[src/common/xform_params.svh]
`ifndef XFORM_PARAMS_SVH
`define XFORM_PARAMS_SVH

// word format
`define XFORM_W         16  // signed q3.12 word
`define XFORM_FRAC      12  // fraction bits

// stage latencies in clk cycles
`define XFORM_SCALE_LAT 1                                           // per-axis multiply
`define XFORM_QMUL_LAT  2                                           // products, then sums
`define XFORM_ROT_LAT   (2 * `XFORM_QMUL_LAT)                       // q*v, then (q*v)*q'
`define XFORM_TRANS_LAT 1                                           // per-axis add
`define XFORM_LAT       (`XFORM_SCALE_LAT + `XFORM_ROT_LAT + `XFORM_TRANS_LAT)

`endif

[src/common/xform_pkg.sv]
`default_nettype none

`include "xform_params.svh"

package xform_pkg;

    typedef logic signed [`XFORM_W-1:0] fixed_t;      // one q3.12 word
    typedef logic signed [2*`XFORM_W+1:0] acc_t;      // wide enough for 4-term sums

    typedef struct packed {
        fixed_t x;
        fixed_t y;
        fixed_t z;
    } vec3_t;

    typedef struct packed {
        fixed_t r;                                    // real part
        fixed_t i;
        fixed_t j;
        fixed_t k;
    } quat_t;

    typedef struct packed {
        vec3_t point;
        vec3_t scale;
        quat_t rot;                                   // unit quaternion expected
        vec3_t trans;
    } xform_req_t;

    localparam fixed_t FX_MAX = {1'b0, {(`XFORM_W-1){1'b1}}};  // 0x7fff
    localparam fixed_t FX_MIN = {1'b1, {(`XFORM_W-1){1'b0}}};  // 0x8000

    // clamp a wide signed value into one word
    function automatic fixed_t sat_fixed(input acc_t v);
        if (v > acc_t'(FX_MAX)) begin
            return FX_MAX;
        end else if (v < acc_t'(FX_MIN)) begin
            return FX_MIN;
        end
        return v[`XFORM_W-1:0];
    endfunction

    // a*b then arithmetic shift drops fraction (floor) and clamps
    function automatic fixed_t fx_mul(input fixed_t a, input fixed_t b);
        acc_t prod;
        prod = acc_t'(a) * acc_t'(b);                 // full signed product
        return sat_fixed(prod >>> `XFORM_FRAC);
    endfunction

    // conjugate with negation done wide so -min clamps to max
    function automatic quat_t fx_conj(input quat_t q);
        quat_t c;
        c.r = q.r;
        c.i = sat_fixed(-acc_t'(q.i));
        c.j = sat_fixed(-acc_t'(q.j));
        c.k = sat_fixed(-acc_t'(q.k));
        return c;
    endfunction

endpackage

`default_nettype wire

[src/rtl/vec_scale.sv]
`default_nettype none
`timescale 1ns/100ps

// per-axis multiply, one cycle
module vec_scale (
    input  wire                     clk,
    input  wire                     rst,
    input  wire                     in_valid,
    input  wire xform_pkg::vec3_t   point,
    input  wire xform_pkg::vec3_t   scale,
    output logic                    out_valid,
    output xform_pkg::vec3_t        out
);

    always_ff @(posedge clk) begin
        if (rst) begin
            out_valid <= 1'b0;
        end else begin
            out_valid <= in_valid;                    // strobe rides with data
        end
    end

    // payload regs, loaded every cycle
    always_ff @(posedge clk) begin
        out.x <= xform_pkg::fx_mul(point.x, scale.x);
        out.y <= xform_pkg::fx_mul(point.y, scale.y);
        out.z <= xform_pkg::fx_mul(point.z, scale.z);
    end

endmodule

`default_nettype wire

[config.mk]
export PLATFORM = sky130hd
export DESIGN_NAME = vec_scale
export DESIGN_NICKNAME = d
export VERILOG_FILES = /design/src/common/xform_pkg.sv /design/src/rtl/vec_scale.sv
export VERILOG_INCLUDE_DIRS = /design/src /design/src/common
export SDC_FILE = /design/constraint.sdc
export NUM_CORES = 2
export LEC_CHECK = 0
export ABC_AREA = 1
export BUFFER_PORTS_ARGS = -buffer_cell sky130_fd_sc_hd__buf_2
export CORE_ASPECT_RATIO = 0.5
export CORE_MARGIN = 10
export CORE_UTILIZATION = 45
export DETAILED_ROUTE_END_ITERATION = 16
export PLACE_DENSITY_LB_ADDON = 0.12
export REMOVE_ABC_BUFFERS = 1
export SLEW_MARGIN = 20
export SYNTH_ARGS = -nofsm -noshare
export SYNTH_HDL_FRONTEND = slang
export SYNTH_SLANG_ARGS = --single-unit
[constraint.sdc]
create_clock -name clk -period 17.9 [get_ports clk]
set_input_delay 2.685 -clock clk [delete_from_list [all_inputs] [get_ports clk]]
set_output_delay 2.685 -clock clk [all_outputs]
set_load 0.05 [all_outputs]
==> impl_metrics.toml <==
[setup_path]
crit_cells = 25
worstPathMaxFanout = 15
cpMostUsedCell = "nand2_1"
worst_ep_arrival_time_ps = 8570
cp_top_family = "adder cells"
path_class = "input port to register"
critPathLaunchType = "input port"
path_buf_inv = 5
cpPeakStageDelay_ps = 830
critPathRequiredTime_ps = 18100
critPathCaptureType = "register"
cp_slowest_cell = "fa_1"

[cts]
cts_tree = "yes"
cts_sinks = 49
post_cts_resized = 0
clk_transition_reported_paths_ps = 80
clk_path_buf_depth = 2
cts_hold_buf = 0
post_cts_buffers = 0
cts-htree-levels = 2
root_buffer = "clkbuf_16"
numCtsBuffers = 5

[grt]
grt_pass1_vias = 27356
grt_start_max_net_pins = 18
grt_util_all_layers_pct = 19.42
overflow = 0
antenna_found_initial = 0
grt_pass1_wl_um = 137000

[placed_design]
dp_hpwl_um = 70550
gp_congestion = 0.8745
io_buffers = 147
post-place-ws_ps = 9175
dp.cells = 5240

[timing]
rsz0062_at_grt = "no"
min_period_ps = 8374
drv_slew = 0
hold_violations = 0
fmax_ghz = 0.1194
tns_ps = 0
min_period_over_period_pct = 46.78
tightest_slew_ps = 691.4
fin_ws_ps = 9526
slew_headroom_pct = 53.86
setup_viol = 0

[detailed_routing]
routedWlPerCell_um = 15.06
drcViolationCount = 0
wl_um = 79020
final_antenna_net_count = 0
via_count = 24506
drt-pass1-iter-count = 5
viasPerCell = 4.670
dr.first_iter.drc_count = 1049

[synth]
synth.distinct_cells = 37
yosysSeqAreaShare_pct = 2.990
synthFlopType = "dfxtp_1"
syn-cell-area_mm2 = 0.03281
synth_warnings = 0
synth_top_area_cell = "fa_1"
synth.most_common_cell = "inv_1"
synthArstFlopShare_pct = 0
synth_area_leaders = "fa_1 (48%), inv_1 (16%), nand2_1 (13%)"
ys_seq_elements = 49
yosysTopAreaCellShare_pct = 47.78
syn_avg_cell_area_um2 = 7.616
synth_edf_count = 0
postSynthCellCount = 4308
synth_commonest_cells = "inv_1 (1376), nand2_1 (1170), fa_1 (783), ha_1 (237), clkbuf_1 (162)"

[finish]
multi_input_area_mm2 = 0.02592
layout.area.seq_um2 = 980.9
syn2layout_area_growth_pct = 4.195
instances_no_fill = 5248
fin_util_pct = 47.76
nNetsFinal = 5408
antennaDiodeCount = 0
fillers = 7261
drive_above_1_share_pct = 5.548

[run_status]
status = "completed"

[floorplan]
core_mm2 = 0.07157
pin_count = 148
die_h_um = 210.9
start_util_pct = 45.84
rows = 69
die_w_um = 401.9
dieArea_mm2 = 0.08476

[flow_run]
maxCapViolCount = 0

[hold_path]
hold_class = "input port to register"
min_delay_path_depth = 2
layout make-up:
class / count / share of cell area (%)
tap: 958 / 3.506
clock buffer: 5 / 0.3660
multi-input combinational: 2701 / 75.82
clock inverter: 3 / 0.07686
timing repair buffer: 147 / 2.152
sequential: 49 / 2.869
inverter: 1385 / 15.21
placed cells by master, fill, tap and decap left out:
cell type	count
o21bai_1	12
nand2_4	6
and3_1	2
xnor2_1	24
nor3_1	18
a31oi_1	2
and2_1	5
nand2_2	47
fa_1	783
nand3_2	6
nor4_1	2
inv_2	9
a211oi_1	1
nand3_1	57
nor2_1	148
nor3_4	1
or2_2	11
nand3b_1	3
a21o_1	8
clkinvlp_4	2
nor2_2	1
nand2_1	1170
o21ai_1	4
nand4_1	3
buf_2	147
a21oi_1	76
dfxtp_1	49
inv_8	1
xor2_1	49
clkbuf_16	5
ha_1	237
or2_1	2
inv_1	1376
nor3_2	1
o21ai_0	21
a31o_2	1
state kept, by name, indices dropped and copies added, names as in the netlist:
| name | cells |
|---|---|
| out_valid | 1 |
| out | 48 |
path summary, 6_finish.rpt:
kind	end	slack, ps	startpoint
worst max-delay path	out[10]	9530	scale[1]
worst min-delay path	out_valid	2510	rst
metal layers:
layer	vias up	track usage [%]	share of wire, %
met1	12196	24.96	45
met5	-	0	0
met3	66	1.073	2.9
met2	409	36.28	51
li1	11835	-	-
met4	0	3.666	1.7
cells by family after synthesis:
logic type | Yosys count | synth area share (%)
buf+inv | 1558 | 18.01
simple gates | 1483 | 18.15
fa+ha+maj | 1020 | 56.81
compound gates | 125 | 2.086
xor+xnor | 73 | 1.949
flops | 49 | 2.990
per-stage QoR:
stage          area (um^2)  hold slack, ps
3_3_place_gp         34030            2840
3_5_place_dp         34030            2845
5_1_grt              34190            2524
2_1_floorplan        32100            2756
4_1_cts              34190            2500
6_report             34190            2511
Power is left out: the tool's default activity adds up to more than one toggle a clock period on the data nets, which glitch-free logic cannot reach.
