==> src/common/xform_params.svh <==
`ifndef XFORM_PARAMS_SVH
`define XFORM_PARAMS_SVH

// word format
`define XFORM_W         16  // signed q3.12 word
`define XFORM_FRAC      12  // fraction bits

// stage latencies in clk cycles
`define XFORM_SCALE_LAT 1                                           // per-axis multiply
`define XFORM_QMUL_LAT  2                                           // products, then sums
`define XFORM_ROT_LAT   (2 * `XFORM_QMUL_LAT)                       // q*v, then (q*v)*q'
`define XFORM_TRANS_LAT 1                                           // per-axis add
`define XFORM_LAT       (`XFORM_SCALE_LAT + `XFORM_ROT_LAT + `XFORM_TRANS_LAT)

`endif

==> src/common/xform_pkg.sv <==
`default_nettype none

`include "xform_params.svh"

package xform_pkg;

    typedef logic signed [`XFORM_W-1:0] fixed_t;      // one q3.12 word
    typedef logic signed [2*`XFORM_W+1:0] acc_t;      // wide enough for 4-term sums

    typedef struct packed {
        fixed_t x;
        fixed_t y;
        fixed_t z;
    } vec3_t;

    typedef struct packed {
        fixed_t r;                                    // real part
        fixed_t i;
        fixed_t j;
        fixed_t k;
    } quat_t;

    typedef struct packed {
        vec3_t point;
        vec3_t scale;
        quat_t rot;                                   // unit quaternion expected
        vec3_t trans;
    } xform_req_t;

    localparam fixed_t FX_MAX = {1'b0, {(`XFORM_W-1){1'b1}}};  // 0x7fff
    localparam fixed_t FX_MIN = {1'b1, {(`XFORM_W-1){1'b0}}};  // 0x8000

    // clamp a wide signed value into one word
    function automatic fixed_t sat_fixed(input acc_t v);
        if (v > acc_t'(FX_MAX)) begin
            return FX_MAX;
        end else if (v < acc_t'(FX_MIN)) begin
            return FX_MIN;
        end
        return v[`XFORM_W-1:0];
    endfunction

    // a*b then arithmetic shift drops fraction (floor) and clamps
    function automatic fixed_t fx_mul(input fixed_t a, input fixed_t b);
        acc_t prod;
        prod = acc_t'(a) * acc_t'(b);                 // full signed product
        return sat_fixed(prod >>> `XFORM_FRAC);
    endfunction

    // conjugate with negation done wide so -min clamps to max
    function automatic quat_t fx_conj(input quat_t q);
        quat_t c;
        c.r = q.r;
        c.i = sat_fixed(-acc_t'(q.i));
        c.j = sat_fixed(-acc_t'(q.j));
        c.k = sat_fixed(-acc_t'(q.k));
        return c;
    endfunction

endpackage

`default_nettype wire

==> src/rtl/vec_translate.sv <==
`default_nettype none
`timescale 1ns/100ps

// per-axis add, one cycle
module vec_translate (
    input  wire                     clk,
    input  wire                     rst,
    input  wire                     in_valid,
    input  wire xform_pkg::vec3_t   point,
    input  wire xform_pkg::vec3_t   trans,
    output logic                    out_valid,
    output xform_pkg::vec3_t        out
);

    always_ff @(posedge clk) begin
        if (rst) begin
            out_valid <= 1'b0;
        end else begin
            out_valid <= in_valid;
        end
    end

    // sums formed wide so overflow clamps instead of wrapping
    always_ff @(posedge clk) begin
        out.x <= xform_pkg::sat_fixed(xform_pkg::acc_t'(point.x) + xform_pkg::acc_t'(trans.x));
        out.y <= xform_pkg::sat_fixed(xform_pkg::acc_t'(point.y) + xform_pkg::acc_t'(trans.y));
        out.z <= xform_pkg::sat_fixed(xform_pkg::acc_t'(point.z) + xform_pkg::acc_t'(trans.z));
    end

endmodule

`default_nettype wire

==> config.mk <==
export PLATFORM = sky130hd
export DESIGN_NAME = vec_translate
export DESIGN_NICKNAME = d
export VERILOG_FILES = /design/src/common/xform_pkg.sv /design/src/rtl/vec_translate.sv
export VERILOG_INCLUDE_DIRS = /design/src /design/src/common
export SDC_FILE = /design/constraint.sdc
export NUM_CORES = 1
export LEC_CHECK = 0
export ABC_AREA = 0
export BUFFER_PORTS_ARGS = -buffer_cell sky130_fd_sc_hd__buf_4
export CAP_MARGIN = 0
export CORE_UTILIZATION = 53
export DETAILED_ROUTE_END_ITERATION = 6
export PLACE_DENSITY = 0.86
export SYNTH_ARGS = -nofsm -noshare
export SYNTH_HDL_FRONTEND = slang
export SYNTH_SLANG_ARGS = --single-unit
==> constraint.sdc <==
create_clock -name clk -period 8.35 [get_ports clk]
set_input_delay 2.505 -clock clk [delete_from_list [all_inputs] [get_ports clk]]
set_output_delay 2.505 -clock clk [all_outputs]
set_load 0.03 [all_outputs]
==> results.py <==
metrics = {
    "synthesis": {
        "yosysMostFrequentCell": "dfxtp_1",
        "synth.avg_cell_area_um2": 8.43,
        "synth_warnings": 0,
        "synth_top_flop_cell": "dfxtp_1",
        "yosys-top-cells-area": "dfxtp_1 26%, ha_1 16%, a21oi_1 6.5%",
        "ys_ff_latch": 49,
        "synth_area_um2": 3720,
        "yosys.area.top_type_share": 0.264,
        "synthCells": 441,
        "ys_seq_area_frac": 0.264,
        "synth.cells.most_frequent": "49 x dfxtp_1, 48 x a21oi_1, 48 x ha_1",
        "syn_nets": 591,
        "synth_edf_count": 0,
        "async_reset_ff_frac": 0,
        "ys_types": 52,
        "synth_top_area_cell": "dfxtp_1",
    },
    "setup_path": {
        "slowest_delay_ns": 0.60,
        "cp-start-kind": "input port",
        "crit_required_ns": 8.51,
        "crit_fanout": 13,
        "path_cells": "buf_4 > ha_1 > a211oi_1 > o21ai_0 > o311a_1 > a211oi_1 > a21oi_1 > xor2_1 > nor2_1 > o21ai_0",
        "worstPathArrival_ns": 5.27,
        "cp.depth": 10,
        "crit_path_top_delay_cell": "nor2_1",
        "critPathCaptureType": "register",
        "worstSetupPathType": "input port to register",
        "crit_buf_inv": 1,
        "path_delay_family": "compound AO/OA/AOI/OAI gates",
    },
    "sta": {
        "finalSetupViolCount": 0,
        "max-slew-margin-rel": 0.417,
        "fin_tns_setup_ns": 0,
        "clock.fmax_mhz": 196,
        "worstMarginPinSlew_ns": 0.872,
        "min_period_ns": 5.11,
        "rsz0062_at_grt": "false",
        "worst_slack_ns": 3.24,
        "finalHoldViolations": 0,
        "min_period_over_period": 0.611,
        "drv_slew": 0,
    },
    "clock_tree": {
        "cts_sinks": 49,
        "h-tree-depth": 2,
        "hold_buffers": 0,
        "cts_buffer_depth": 2,
        "numCtsBuffers": 5,
        "cts-root-buf": "clkbuf_8",
        "tritoncts": "built",
        "post_cts_resized": 0,
        "post_cts_buffers": 0,
        "clkTransAtPathRegs_ns": 0.10,
    },
    "floorplan": {
        "core_um2": 6790,
        "rows": 30,
        "die_height_um": 85.8,
        "pin_count": 148,
        "fp.dieW_um": 85.8,
        "dieArea_um2": 7350,
        "start_util": 0.547,
    },
    "place": {
        "preCtsSetupSlack_ns": 2.97,
        "gp_congestion": 0.929,
        "dp.final_hpwl_um": 8480,
        "io_buffers": 147,
    },
    "outcome": {
        "status": "finished, final reports clean",
    },
    "drt": {
        "wl_per_cell_um": 15.0,
        "wl_met2_um": 5260,
        "num_vias": 3904,
        "drt_iter0_markers": 152,
        "avgViaCountPerCell": 5.73,
        "routed_wl_um": 10200,
        "wl_met1_um": 4120,
        "drc": 0,
        "maxUsedRoutingLayer": "met4",
        "dr.pass1.iters": 4,
        "ant_nets": 0,
        "wl_met3_um": 640,
    },
    "global_route": {
        "antenna_found_initial": 0,
        "grt_overflow_total": 0,
        "grt_pass1_vias": 3667,
        "track_usage": 0.274,
        "grt_pass1_wl_um": 16200,
        "grt_max_degree": 18,
    },
    "power_and_ir_drop": {
        "p_leak_nw": 2.39,
        "powerDensity_nw_per_um2": 207,
        "irDropWorstVdd_uv": 97.9,
    },
    "hold_path": {
        "holdPathStages": 2,
        "worstHoldPathType": "input port to register",
    },
    "finish": {
        "diodes": 0,
        "syn_to_final_growth_pct": 34.0,
        "drive_gt1_frac": 0.274,
        "fill_cells": 513,
        "nets": 734,
    },
    "job": {
        "drv_cap": 0,
    },
}
-- logic make-up (layout without fill, tap and decap cells) --
logic type | count (synthesis) | count (layout) | share of synthesized area
flip-flops | 49 | 49 | 0.264
buffers and inverters | 21 | 165 | 0.0226
AND/OR/NAND/NOR | 115 | 115 | 0.144
adder cells (fa/ha/maj) | 57 | 57 | 0.194
XOR/XNOR | 41 | 41 | 0.0986
AO/OA/AOI/OAI | 158 | 158 | 0.277
-- state kept, by name (all words and copies together) (netlist names) --
| name | cells |
|---|---|
| out | 48 |
| out_valid | 1 |
-- where the power goes --
group	total, mW	switching [mW]	internal, mW
Combinational	0.562	0.336	0.227
Clock	0.141	0.0817	0.0592
Sequential	0.326	0.0235	0.302
Total	1.03	0.441	0.588
-- layer usage --
metal,up-vias,track usage
li1,1909,-
met1,1808,0.304
met2,168,0.532
met3,19,0.0395
met4,0,0.0894
met5,-,0
-- through the flow --
step	util	area (um2)	hold WS (ns)	power, mW	cells
global route	0.733	4980	2.34	1.08	681
global placement	0.720	4890	2.66	0.875	673
finish	0.733	4980	2.34	1.03	681
floorplan	-	3720	2.58	0.687	441
CTS	0.733	4980	2.35	1.03	681
detailed placement	0.720	4890	2.67	0.889	673
-- path summary, 6_finish.rpt --
kind	from	to
worst max-delay path	point[33]	out[40]$_DFF_P_
worst min-delay path	rst	out_valid$_SDFF_PP0_
-- area by class of cell --
cell class / instances / area, um2 / share of cell area
clock inverter: 2 / 15.0 / 0.00301
clock buffer: 6 / 72.6 / 0.0146
timing repair buffer: 147 / 1100 / 0.221
multi-input combinational: 371 / 2650 / 0.532
sequential: 49 / 981 / 0.197
inverter: 10 / 37.5 / 0.00753
tap: 96 / 120 / 0.0241
-- cells in the final DEF (no fill, tap or decap), drive strengths merged, types with 3 or more instances in the layout --
| cell type | count |
|---|---|
| a211o | 3 |
| a211oi | 4 |
| a21o | 19 |
| a21oi | 49 |
| a22o | 4 |
| a311oi | 3 |
| a31oi | 6 |
| and3 | 4 |
| buf | 147 |
| clkbuf | 6 |
| dfxtp | 49 |
| fa | 3 |
| ha | 48 |
| inv | 10 |
| maj3 | 6 |
| nand2 | 35 |
| nand2b | 3 |
| nand3 | 13 |
| nand4 | 3 |
| nor2 | 37 |
| nor2b | 8 |
| o211ai | 10 |
| o21a | 9 |
| o21ai | 35 |
| xnor2 | 22 |
| xor2 | 19 |
Power figures use the tool's default switching activity.
